===== src/l1_cache_pkg.sv =====
/*
 * sizes, address fields and shared types of the L1 data cache
 * capacity and line size must stay powers of two, N_SETS is derived
 * word addressing is little endian, byte lane i is bits 8*i+7 down to 8*i
 */
`default_nettype none

package l1_cache_pkg;

    localparam int unsigned WORD_W      = 32;
    localparam int unsigned CACHE_BYTES = 256;
    localparam int unsigned BLOCK_WORDS = 2;
    localparam int unsigned N_SETS      = CACHE_BYTES / (BLOCK_WORDS * (WORD_W / 8));

    localparam int unsigned SET_BITS   = $clog2(N_SETS);
    localparam int unsigned BLOCK_BITS = $clog2(BLOCK_WORDS);
    localparam int unsigned TAG_BITS   = WORD_W - SET_BITS - BLOCK_BITS - 2;

    typedef logic [WORD_W-1:0] word_t;
    typedef word_t [BLOCK_WORDS-1:0] line_t;

    localparam word_t NONCACHE_BASE = 32'hF000_0000; // everything above bypasses the array

    typedef struct packed {
        logic [TAG_BITS-1:0]   tag;
        logic [SET_BITS-1:0]   idx;
        logic [BLOCK_BITS-1:0] word;
        logic [1:0]            byte_off;
    } cache_addr_t;

    typedef struct packed {
        logic                valid;
        logic                dirty;
        logic [TAG_BITS-1:0] tag;
    } tag_entry_t;

    // memory jobs handed to the transfer engine
    typedef enum logic [1:0] {
        OP_FILL,
        OP_EVICT,
        OP_SINGLE_RD,
        OP_SINGLE_WR
    } xfer_op_t;

    typedef enum logic [2:0] {
        INIT,
        READY,
        EVICT,
        FILL,
        SINGLE,
        FLUSH
    } ctrl_state_t;

endpackage

`default_nettype wire


===== src/array_if.sv =====
/*
 * one set-indexed storage array seen from the controller
 * rdata follows idx in the same cycle, a write lands on the next edge
 */
`timescale 1ns/100ps
`default_nettype none

interface array_if #(parameter type entry_t = logic);
    import l1_cache_pkg::*;

    logic [SET_BITS-1:0] idx;   // set select
    logic                wen;
    entry_t              wdata; // whole entry, no partial writes
    entry_t              rdata;

    modport ctrl  (output idx, wen, wdata, input rdata);
    modport store (input idx, wen, wdata, output rdata);

endinterface

`default_nettype wire


===== src/mem_xfer_if.sv =====
/*
 * job channel from the cache controller to the memory transfer engine
 * req is a level, all job fields stay put until done
 * req drops in the cycle after the done pulse
 */
`timescale 1ns/100ps
`default_nettype none

interface mem_xfer_if;
    import l1_cache_pkg::*;

    logic       req;
    xfer_op_t   op;
    word_t      addr;     // line base for line jobs
    line_t      wline;    // victim line for evictions
    word_t      wword;    // single write data
    logic [3:0] byte_en;
    line_t      rline;    // complete only in the done cycle
    word_t      rword;
    logic       done;

    modport ctrl (
        output req, op, addr, wline, wword, byte_en,
        input  rline, rword, done
    );

    modport xfer (
        input  req, op, addr, wline, wword, byte_en,
        output rline, rword, done
    );

endinterface

`default_nettype wire


===== src/cache_array.sv =====
/*
 * set-indexed storage, one entry per set
 * combinational read, whole-entry write on the rising edge
 * contents are undefined after reset until the controller sweeps them
 */
`timescale 1ns/100ps
`default_nettype none

module cache_array #(
    parameter type entry_t = logic
) (
    input logic    CLK,
    array_if.store bus
);
    import l1_cache_pkg::*;

    entry_t mem [N_SETS];

    always_ff @(posedge CLK) begin
        if (bus.wen) begin
            mem[bus.idx] <= bus.wdata;
        end
    end

    assign bus.rdata = mem[bus.idx]; // read sees the old entry during a write

endmodule

`default_nettype wire


===== src/cache_ctrl.sv =====
/*
 * processor side of the cache: hit check, byte merge, miss and flush handling
 * a request must be held until cpu_busy is low, cpu_ren and cpu_wen never together
 * flush is latched and served once no request is pending
 * busy for N_SETS cycles after reset while all tags are cleared
 */
`timescale 1ns/100ps
`default_nettype none

module cache_ctrl (
    input  logic                CLK,
    input  logic                nRST,
    input  logic                cpu_ren,
    input  logic                cpu_wen,
    input  logic                flush,
    input  l1_cache_pkg::word_t cpu_addr,
    input  l1_cache_pkg::word_t cpu_wdata,
    input  logic [3:0]          cpu_byte_en,
    output l1_cache_pkg::word_t cpu_rdata,
    output logic                cpu_busy,
    output logic                flush_done,
    array_if.ctrl               tag_bus,
    array_if.ctrl               data_bus,
    mem_xfer_if.ctrl            xfer
);
    import l1_cache_pkg::*;

    ctrl_state_t         state, next_state;
    logic [SET_BITS-1:0] sweep_cnt;   // shared by reset sweep and flush
    logic [SET_BITS-1:0] set_sel;
    logic                sweep_step, sweep_last;
    logic                flush_pend;
    logic                req_gap;     // keeps req low one cycle after done
    logic                want_job;
    logic                access, uncached, hit;
    logic                array_wen;
    cache_addr_t         caddr;
    tag_entry_t          tag_rd, tag_wdata;
    line_t               line_rd, line_merged, data_wdata;

    function automatic word_t line_base(input logic [TAG_BITS-1:0] ltag,
                                        input logic [SET_BITS-1:0] lidx);
        cache_addr_t a;
        a = '{tag: ltag, idx: lidx, word: '0, byte_off: '0};
        return word_t'(a);
    endfunction

    assign caddr      = cache_addr_t'(cpu_addr);
    assign tag_rd     = tag_bus.rdata;
    assign line_rd    = data_bus.rdata;
    assign access     = cpu_ren || cpu_wen;
    assign uncached   = cpu_addr >= NONCACHE_BASE;
    assign hit        = tag_rd.valid && (tag_rd.tag == caddr.tag) && !uncached;
    assign sweep_last = sweep_cnt == SET_BITS'(N_SETS - 1);

    // both arrays always look at the same set
    assign set_sel        = (state == INIT || state == FLUSH) ? sweep_cnt : caddr.idx;
    assign tag_bus.idx    = set_sel;
    assign data_bus.idx   = set_sel;
    assign tag_bus.wen    = array_wen;
    assign data_bus.wen   = array_wen;
    assign tag_bus.wdata  = tag_wdata;
    assign data_bus.wdata = data_wdata;

    assign xfer.req     = want_job && !req_gap;
    assign xfer.wline   = line_rd;
    assign xfer.wword   = cpu_wdata;
    assign xfer.byte_en = cpu_byte_en;

    // write hit data, only enabled lanes of the addressed word change
    always_comb begin
        line_merged = line_rd;
        for (int i = 0; i < 4; i++) begin
            if (cpu_byte_en[i]) begin
                line_merged[caddr.word][8*i +: 8] = cpu_wdata[8*i +: 8];
            end
        end
    end

    always_comb begin
        next_state = state;
        want_job   = 1'b0;
        xfer.op    = OP_FILL;
        xfer.addr  = line_base(caddr.tag, caddr.idx);
        array_wen  = 1'b0;
        tag_wdata  = tag_rd;
        data_wdata = line_rd;
        cpu_busy   = 1'b1;
        cpu_rdata  = line_rd[caddr.word];
        flush_done = 1'b0;
        sweep_step = 1'b0;

        case (state)
            INIT: begin
                array_wen  = 1'b1;
                tag_wdata  = '0;
                sweep_step = 1'b1;
                if (sweep_last) begin
                    next_state = READY;
                end
            end
            READY: begin
                if (access && uncached) begin
                    next_state = SINGLE;
                end else if (access && hit) begin
                    cpu_busy = 1'b0;
                    if (cpu_wen) begin
                        array_wen       = 1'b1;
                        data_wdata      = line_merged;
                        tag_wdata.dirty = 1'b1;
                    end
                end else if (access) begin
                    // victim is the only line of the set
                    next_state = (tag_rd.valid && tag_rd.dirty) ? EVICT : FILL;
                end else if (flush_pend) begin
                    next_state = FLUSH;
                end
            end
            EVICT: begin
                want_job  = 1'b1;
                xfer.op   = OP_EVICT;
                xfer.addr = line_base(tag_rd.tag, caddr.idx);
                if (xfer.done) begin
                    next_state = FILL;
                end
            end
            FILL: begin
                want_job = 1'b1;
                if (xfer.done) begin
                    array_wen  = 1'b1;
                    data_wdata = xfer.rline;
                    tag_wdata  = '{valid: 1'b1, dirty: 1'b0, tag: caddr.tag};
                    next_state = READY; // request then retires as a hit
                end
            end
            SINGLE: begin
                want_job  = 1'b1;
                xfer.op   = cpu_wen ? OP_SINGLE_WR : OP_SINGLE_RD;
                xfer.addr = cpu_addr;
                if (xfer.done) begin
                    cpu_busy   = 1'b0;
                    cpu_rdata  = xfer.rword;
                    next_state = READY;
                end
            end
            FLUSH: begin
                xfer.op   = OP_EVICT;
                xfer.addr = line_base(tag_rd.tag, sweep_cnt);
                want_job  = tag_rd.valid && tag_rd.dirty;
                if (!want_job || xfer.done) begin
                    array_wen  = 1'b1;
                    tag_wdata  = '0;
                    sweep_step = 1'b1;
                    if (sweep_last) begin
                        flush_done = 1'b1;
                        next_state = READY;
                    end
                end
            end
            default: next_state = INIT;
        endcase
    end

    always_ff @(posedge CLK, negedge nRST) begin
        if (!nRST) begin
            state      <= INIT;
            sweep_cnt  <= '0;
            flush_pend <= 1'b0;
            req_gap    <= 1'b0;
        end else begin
            state   <= next_state;
            req_gap <= xfer.done;
            if (sweep_step) begin
                sweep_cnt <= sweep_cnt + 1'b1; // wraps to 0 after the last set
            end
            if (flush) begin
                flush_pend <= 1'b1;
            end else if (state == READY && next_state == FLUSH) begin
                flush_pend <= 1'b0;
            end
        end
    end

endmodule

`default_nettype wire


===== src/l1_cache.sv =====
/*
 * direct-mapped write-back L1 data cache, 256 bytes in 2-word lines
 * processor and memory requests are held until their busy signal is low
 * addresses from F000_0000 up pass through as single words
 */
`timescale 1ns/100ps
`default_nettype none

module l1_cache (
    input  logic                CLK,
    input  logic                nRST,
    // processor side
    input  logic                cpu_ren,
    input  logic                cpu_wen,
    input  l1_cache_pkg::word_t cpu_addr,
    input  l1_cache_pkg::word_t cpu_wdata,
    input  logic [3:0]          cpu_byte_en,
    output l1_cache_pkg::word_t cpu_rdata,
    output logic                cpu_busy,
    input  logic                flush,
    output logic                flush_done,
    // memory side
    output logic                mem_ren,
    output logic                mem_wen,
    output l1_cache_pkg::word_t mem_addr,
    output l1_cache_pkg::word_t mem_wdata,
    output logic [3:0]          mem_byte_en,
    input  l1_cache_pkg::word_t mem_rdata,
    input  logic                mem_busy
);
    import l1_cache_pkg::*;

    array_if #(.entry_t(tag_entry_t)) tag_bus ();
    array_if #(.entry_t(line_t))      data_bus ();
    mem_xfer_if                       xfer_bus ();

    cache_ctrl ctrl (
        .CLK         (CLK),
        .nRST        (nRST),
        .cpu_ren     (cpu_ren),
        .cpu_wen     (cpu_wen),
        .flush       (flush),
        .cpu_addr    (cpu_addr),
        .cpu_wdata   (cpu_wdata),
        .cpu_byte_en (cpu_byte_en),
        .cpu_rdata   (cpu_rdata),
        .cpu_busy    (cpu_busy),
        .flush_done  (flush_done),
        .tag_bus     (tag_bus.ctrl),
        .data_bus    (data_bus.ctrl),
        .xfer        (xfer_bus.ctrl)
    );

    cache_array #(.entry_t(tag_entry_t)) tag_store (
        .CLK (CLK),
        .bus (tag_bus.store)
    );

    cache_array #(.entry_t(line_t)) data_store (
        .CLK (CLK),
        .bus (data_bus.store)
    );

    mem_xfer xfer_eng (
        .CLK         (CLK),
        .nRST        (nRST),
        .mem_rdata   (mem_rdata),
        .mem_busy    (mem_busy),
        .mem_ren     (mem_ren),
        .mem_wen     (mem_wen),
        .mem_addr    (mem_addr),
        .mem_wdata   (mem_wdata),
        .mem_byte_en (mem_byte_en),
        .xfer        (xfer_bus.xfer)
    );

endmodule

`default_nettype wire


===== src/mem_xfer.sv =====
/*
 * memory side engine, runs one job at a time as single-word beats
 * a beat is held until mem_busy is low, line jobs take BLOCK_WORDS beats
 * a job is picked up only while idle, so the first beat starts a cycle after req
 */
`timescale 1ns/100ps
`default_nettype none

module mem_xfer (
    input  logic                CLK,
    input  logic                nRST,
    input  l1_cache_pkg::word_t mem_rdata,
    input  logic                mem_busy,
    output logic                mem_ren,
    output logic                mem_wen,
    output l1_cache_pkg::word_t mem_addr,
    output l1_cache_pkg::word_t mem_wdata,
    output logic [3:0]          mem_byte_en,
    mem_xfer_if.xfer            xfer
);
    import l1_cache_pkg::*;

    logic                  run;       // job accepted, beats on the bus
    logic [BLOCK_BITS-1:0] beat;
    line_t                 fill_q;    // words of the line collected so far
    logic                  single, last_beat, beat_done;
    cache_addr_t           beat_addr;

    assign single    = (xfer.op == OP_SINGLE_RD) || (xfer.op == OP_SINGLE_WR);
    assign last_beat = single || (beat == BLOCK_BITS'(BLOCK_WORDS - 1));
    assign beat_done = run && !mem_busy;

    always_ff @(posedge CLK, negedge nRST) begin
        if (!nRST) begin
            run  <= 1'b0;
            beat <= '0;
        end else if (!run) begin
            run  <= xfer.req;
            beat <= '0;
        end else if (beat_done) begin
            if (last_beat) begin
                run  <= 1'b0;
                beat <= '0;
            end else begin
                beat <= beat + 1'b1;
            end
        end
    end

    always_ff @(posedge CLK) begin
        if (beat_done && mem_ren) begin
            fill_q[beat] <= mem_rdata;
        end
    end

    // line jobs walk the word field, singles keep the full address
    always_comb begin
        beat_addr = cache_addr_t'(xfer.addr);
        if (!single) begin
            beat_addr.word     = beat;
            beat_addr.byte_off = 2'b00;
        end
    end

    always_comb begin
        mem_wdata = '0;
        if (xfer.op == OP_EVICT) begin
            mem_wdata = xfer.wline[beat];
        end else if (xfer.op == OP_SINGLE_WR) begin
            for (int i = 0; i < 4; i++) begin
                if (xfer.byte_en[i]) begin
                    mem_wdata[8*i +: 8] = xfer.wword[8*i +: 8]; // other lanes stay zero
                end
            end
        end
    end

    assign mem_ren     = run && (xfer.op == OP_FILL || xfer.op == OP_SINGLE_RD);
    assign mem_wen     = run && (xfer.op == OP_EVICT || xfer.op == OP_SINGLE_WR);
    assign mem_addr    = word_t'(beat_addr);
    assign mem_byte_en = single ? xfer.byte_en : 4'hF;

    // last word goes straight through so the line is whole in the done cycle
    always_comb begin
        xfer.rline       = fill_q;
        xfer.rline[beat] = mem_rdata;
    end

    assign xfer.rword = mem_rdata;
    assign xfer.done  = beat_done && last_beat;

endmodule

`default_nettype wire


===== config.mk =====
export PLATFORM = sky130hd
export DESIGN_NAME = l1_cache
export DESIGN_NICKNAME = d
export VERILOG_FILES = /design/src/l1_cache_pkg.sv /design/src/array_if.sv /design/src/mem_xfer_if.sv /design/src/cache_array.sv /design/src/cache_ctrl.sv /design/src/l1_cache.sv /design/src/mem_xfer.sv
export SDC_FILE = /design/constraint.sdc
export NUM_CORES = 2
export LEC_CHECK = 0
export ABC_AREA = 1
export BUFFER_PORTS_ARGS = -buffer_cell sky130_fd_sc_hd__buf_2
export CELL_PAD_IN_SITES_DETAIL_PLACEMENT = 1
export CELL_PAD_IN_SITES_GLOBAL_PLACEMENT = 2
export CORE_UTILIZATION = 37
export DETAILED_ROUTE_END_ITERATION = 8
export PLACE_DENSITY_LB_ADDON = 0.1
export SETUP_SLACK_MARGIN = 0.4
export SYNTH_ARGS = -nofsm -noshare
export SYNTH_HDL_FRONTEND = slang
export SYNTH_HIERARCHICAL = 1
export SYNTH_SLANG_ARGS = --single-unit

===== constraint.sdc =====
create_clock -name CLK -period 6.9 [get_ports CLK]
set_input_delay 0.69 -clock CLK [delete_from_list [all_inputs] [get_ports CLK]]
set_output_delay 0.69 -clock CLK [all_outputs]
set_load 0.005 [all_outputs]

# [Word-level counts from Yosys, hierarchy flattened]
# Memories as Yosys holds them, arrays and structs flattened.
# Cells that the tools add are included.
[totals] regBits=76 ramBits=2880 inputBits=106 word_cells=145 memories=2
[classes] n_addsub=2 magnitude_cmp=5 n_eq_ne=12 muxes=85 n_reduce_logical=31
[memory_table] memory="data_store.mem" depth=32 width=64 read_ports=1 rd_ports_with_merged_regs=0 wr=1 line="cache_array.sv:17" rtl="entry_t mem [N_SETS];"
[memory_table] memory="tag_store.mem" depth=32 width=26 read_ports=1 rd_ports_with_merged_regs=0 wr=1 line="cache_array.sv:17"
[op_table] op="$mux W64" count=8
[op_table] op="$bwmux W64" count=5
[op_table] op="$mux W32" count=10
[op_table] op="$demux W32 S1" count=5
[op_table] op="$pmux W64 S2" count=1
[op_table] op="$pmux W32 S3" count=1
[op_table] op="$pmux W24 S3" count=1
[op_table] op="$mux W26" count=2
[op_table] op="$mux W8" count=5
[op_table] op="$ge A32 B32 Y1 const B" count=1
[op_table] op="$mux W3" count=9
[op_table] op="$mux W1" count=26
[op_table] op="$eq A24 B24 Y1" count=1
[op_table] op="$mux W24" count=1
[op_table] op="$mux W16" count=1
[op_table] op="$pmux W3 S5" count=1
[op_table] op="$logic_and A1 B1 Y1" count=14
[op_table] op="$eq A3 B3 Y1 const B" count=3
[op_table] op="$pmux W1 S4" count=2
[op_table] op="$logic_or A1 B1 Y1" count=7
[op_table] op="$eq A3 B2 Y1 const B" count=2
[op_table] op="$pmux W1 S2" count=3
[op_table] op="$add A5 B1 Y5 const B" count=1
[op_table] op="$eq A5 B5 Y1 const B" count=1
[op_table] op="other kinds (17)" count=24

# [Logic depth before layout (Yosys ltp)]
[logic_depth] depth_word=16 depth_mapped=38

# [Hierarchy]
# Netlist, hierarchy kept.
[by_module_without_submodules] module="cache_array at data_store" instances=1 cells_per_inst=8069 area_each_um2=84434.7 seq_area_each_um2=61499.0
[by_module_without_submodules] module="cache_array at tag_store" instances=1 cells_per_inst=3309 area_each_um2=34682.0 seq_area_each_um2=24984.0
[by_module_without_submodules] module="cache_ctrl" instances=1 cells_per_inst=1145 area_each_um2=5726.7 seq_area_each_um2=250.2
[by_module_without_submodules] module="mem_xfer" instances=1 cells_per_inst=541 area_each_um2=4185.3 seq_area_each_um2=1971.9

# [Worst setup path after synthesis]
# Ideal clock, no wire load.
[synth_timing] kind="register -> register" from="register ctrl.state[1]" to="memory data_store/mem[1][0] (netlist bit), enable pin" arrival_time_ps=6705 slack_ps=-291 stages_incl_launch_ff=32 period_less_slack_ps=7191 cell_sequence="dfrtp_1 -> nor2_1 -> inv_1 -> nor2_1 -> inv_1 -> nand2_1 -> clkbuf_1 -> nand2_1 -> o21ai_0 -> buf_4 -> buf_4 -> inv_4 -> nor3_4 -> buf_4 -> nand2_1 -> nand2_1 -> nor2_1 -> nand2_1 -> inv_1 -> nand2_1 -> o21ai_0 -> nor2_1 -> nand3_1 -> nor2_1 -> nand2_1 -> nor2_8 -> buf_6 -> buf_6 -> nand3_1 -> nand2_1 -> nand3_1 -> nor2_1"
[synth_lines] item="start, declared" line="cache_ctrl.sv:28" rtl="ctrl_state_t state, next_state;"
[synth_lines] item="start signal, assigned" line="cache_ctrl.sv:171" rtl="state <= next_state;"
[synth_lines] item="end, declared" line="cache_array.sv:17"

==> out/results.md <==
| Parameter | This run | Unit |
|---|---|---|
| Total gr overflow | 0 | - |
| Post-synthesis cell count | 13064 | - |
| Slew at the pin closest to its max-slew limit | 1370 | ps |
| DR vias/cell | 5.11 | - |
| Number of buffers created by CTS | 343 | - |
| Slew Limit Fails | 0 | - |
| Max Cap Viol | 0 | - |
| Number of sinks on the clock net | 2956 | - |
| Die Area | 351000 | um2 |
| Post-synthesis net count | 13172 | - |
| Prevailing post-synth register cell | sky130_fd_sc_hd__edfxtp_1 | - |
| Final number of hold-violating endpoints | 0 | - |
| TritonCTS clock tree | done | - |
| Routability Congestion | 0.792 | - |
| Portion of the post-synthesis area used by sequential elements | 0.687 | - |
| Result of the run | complete, no violations | - |
| Maximum cell stage delay along the critical path | 540 | ps |
| Worst reg-to-reg setup slack | 630 | ps |
| Vertical die dimension | 593 | um |
| Total buffers and inverters traversed by the critical path | 9 | - |
| Number of I/O pins | 210 | - |
| Input/output buffers | 209 | - |
| Clock-pin slew of the registers on the worst-case setup and hold paths | 60 | ps |
| Most area-hungry cell type in the Yosys netlist | sky130_fd_sc_hd__edfxtp_1 | - |
| GRT Util Overall | 0.262 | - |
| Total wire length | 466000 | um |
| HPWL after DPL | 254000 | um |
| Post-synthesis cell type count | 38 | - |
| Post-placement cell count | 17409 | - |
| Layout cells sized above 1 | 0.0917 | - |
| Final number of setup-violating endpoints | 0 | - |
| Dominant delay contributor by cell family on the critical path | simple AND/OR/NAND/NOR gates | - |
| Vias in the first global route | 95222 | - |
| Period minus WS final | 6270 | ps |
| Arrival time of data at the critical path endpoint | 6870 | ps |
| Yosys top cell area share | 0.685 | - |
| Netlist Area Pre-Place | 129000 | um2 |
| First-iteration detailed-routing DRC count | 6748 | - |
| Yosys Warn Count | 6 | - |
| First-pass GRT wire length | 670000 | um |
| Cell at the slowest stage of the critical path | sky130_fd_sc_hd__inv_8 | - |
| Most common library cells after synthesis | 8283 x sky130_fd_sc_hd__nand2_1, 2944 x sky130_fd_sc_hd__edfxtp_1, 355 x sky130_fd_sc_hd__nor2_1 | - |
| Path class of the lowest-slack min-delay path | in2reg | - |
| Number of iterations in the first detailed-routing pass | 7 | - |
| Antenna Violating Nets Remaining | 0 | - |
| Clock latency on the worst-skew pair | 960 | ps |
| Filler cell count in the final layout | 38344 | - |
| Die width | 593 | um |
| Count of standard-cell rows | 216 | - |
| Routed via count | 92325 | - |
| Hold Worst Slack | 119 | ps |
| Area added between synthesis and finish | 14.5 | % |
| Clock Tree Root | sky130_fd_sc_hd__clkbuf_16 | - |
| Share of synthesized registers carrying an async set or reset | 0.00406 | - |
| FF+latch count, synth | 2956 | - |
| Largest buffer count on any clock path | 4 | - |
| Number of synthesized flops with an enable pin | 2944 | - |
| Data required, critical path | 7500 | ps |
| Crit path launch type | flip-flop | - |
| Worst max-slew margin expressed relative to the limit | 0.0823 | - |
| Initial antenna violation count | 18 | - |
| Largest net degree at the start of global routing | 157 | - |
| Maximum net fanout on the critical path | 94 | - |
| Achievable clock frequency | 0.159 | GHz |
| Number of remaining DRC errors | 0 | - |
| Setup repair after global routing missed its margin | true | - |
| Worst clock skew | 68.9 | ps |
| Top cells by area, synth | sky130_fd_sc_hd__edfxtp_1 69%, sky130_fd_sc_hd__nand2_1 24%, sky130_fd_sc_hd__buf_2 1.3% | - |
| Standard cell core area | 346000 | um2 |
| Starting density of the core | 0.372 | - |
| Mean post-synth cell area | 9.88 | um2 |
| Crit path top cell by count | sky130_fd_sc_hd__nand2_1 | - |
| Endpoint kind of the worst setup timing path | flip-flop | - |
| CTS H-tree depth | 5 | - |
| Type of the worst setup path | reg2reg | - |
| Final Instance Count excl. Fillers | 18056 | - |
| Final net count | 13310 | - |
| Most repeated cell in the gate-level netlist after synthesis | sky130_fd_sc_hd__nand2_1 | - |
| Final Cycle Share | 0.909 | - |
| Routed wire length per instance | 25.8 | um |
-- cells by family after synthesis --
logic type      after synthesis  share of synthesized area
xor+xnor                     10                   0.000679
compound gates              227                    0.00993
buf+inv                    1048                     0.0412
simple gates               8821                      0.261
flops                      2956                      0.687
fa+ha+maj                     2                   0.000194
-- cells in the final DEF (no fill, tap or decap), drive strengths merged, types with 2 or more instances in the layout --
cell type	count
ha	2
inv	253
clkinv	151
o22ai	18
bufbuf	5
diode	7
dlygate4sd3	2
a21oi	5
dfrtp	12
bufinv	31
xor2	5
o21ai	141
nand3	104
edfxtp	2944
xnor2	5
nand4	40
a22oi	27
clkbuf	423
nor3	27
a31oi	33
nand2	8284
nor2	364
clkinvlp	6
buf	584
-- layout make-up --
type                    count  area, um2  area share
clock buffers             415       8960      0.0606
diodes                      7       17.5    0.000119
well taps                4578       5730      0.0388
clock inverters           199       1970      0.0133
repair buffers            599       5620      0.0380
flip-flops and latches   2956      88700       0.600
multi-input cells        9060      35800       0.242
inverters                 242        957     0.00648
-- timing repair --
| action | 4_1_cts | 5_1_grt |
|---|---|---|
| cloned | 6 | 7 |
| hold endpoints to repair | 13 | 0 |
| resized for setup | 45 | 20 |
| buffers inserted | 8 | 2 |
| setup endpoints to repair | 2045 | 1309 |
| hold buffers | 2 | 0 |
| pin swaps | 4 | 1 |
-- tightest hold or removal path, cell delays in order --
cell,delay (ps)
sky130_fd_sc_hd__buf_2,130
sky130_fd_sc_hd__nand2_1,60
sky130_fd_sc_hd__nand2_1,70
-- flip-flops by register name, indices dropped and copies added, names as in the netlist --
| register | flops |
|---|---|
| ctrl/state | 3 |
| data_store/mem | 2048 |
| xfer_eng/run | 1 |
| xfer_eng/fill_q | 64 |
| xfer_eng/beat | 1 |
| ctrl/flush_pend | 1 |
| ctrl/sweep_cnt | 5 |
| ctrl/req_gap | 1 |
| tag_store/mem | 832 |
-- path summary, 6_finish.rpt --
check / start / to / depth (start not counted)
min in group asynchronous: nRST / xfer_eng/beat / 2
max in group asynchronous: nRST / ctrl/flush_pend / 2
worst max register to register: ctrl/state[1] / data_store/mem[2][34] / 30
worst max-delay path: ctrl/state[1] / data_store/mem[2][34] / 30
worst min-delay path: mem_rdata[31] / xfer_eng/fill_q[63] / 3
worst min register to register: ctrl/flush_pend / ctrl/flush_pend / 2
-- routing by layer --
metal | global-route usage | vias up | part of all wire | routed length (um)
met2 | 0.452 | 2001 | 0.49 | 227000
met5 | 0 | - | 0 | 0
li1 | - | 42366 | - | -
met3 | 0.0265 | 659 | 0.040 | 18400
met1 | 0.346 | 47299 | 0.44 | 206000
met4 | 0.0838 | 0 | 0.034 | 16000
-- per-stage QoR --
| stage | TNS [ps] | util | cell area, um2 | worst slack, ps |
|---|---|---|---|---|
| detailed placement | -2700 | 0.393 | 136000 | -106 |
| global route | 0 | 0.427 | 148000 | 316 |
| CTS | 0 | 0.426 | 148000 | 312 |
| global placement | -2970 | 0.393 | 136000 | -109 |
| finish | 0 | 0.427 | 148000 | 630 |
| floorplan | -588290 | - | 129000 | -291 |
Power is left out: the tool's default activity adds up to more than one toggle a clock period on the data nets, which glitch-free logic cannot reach.
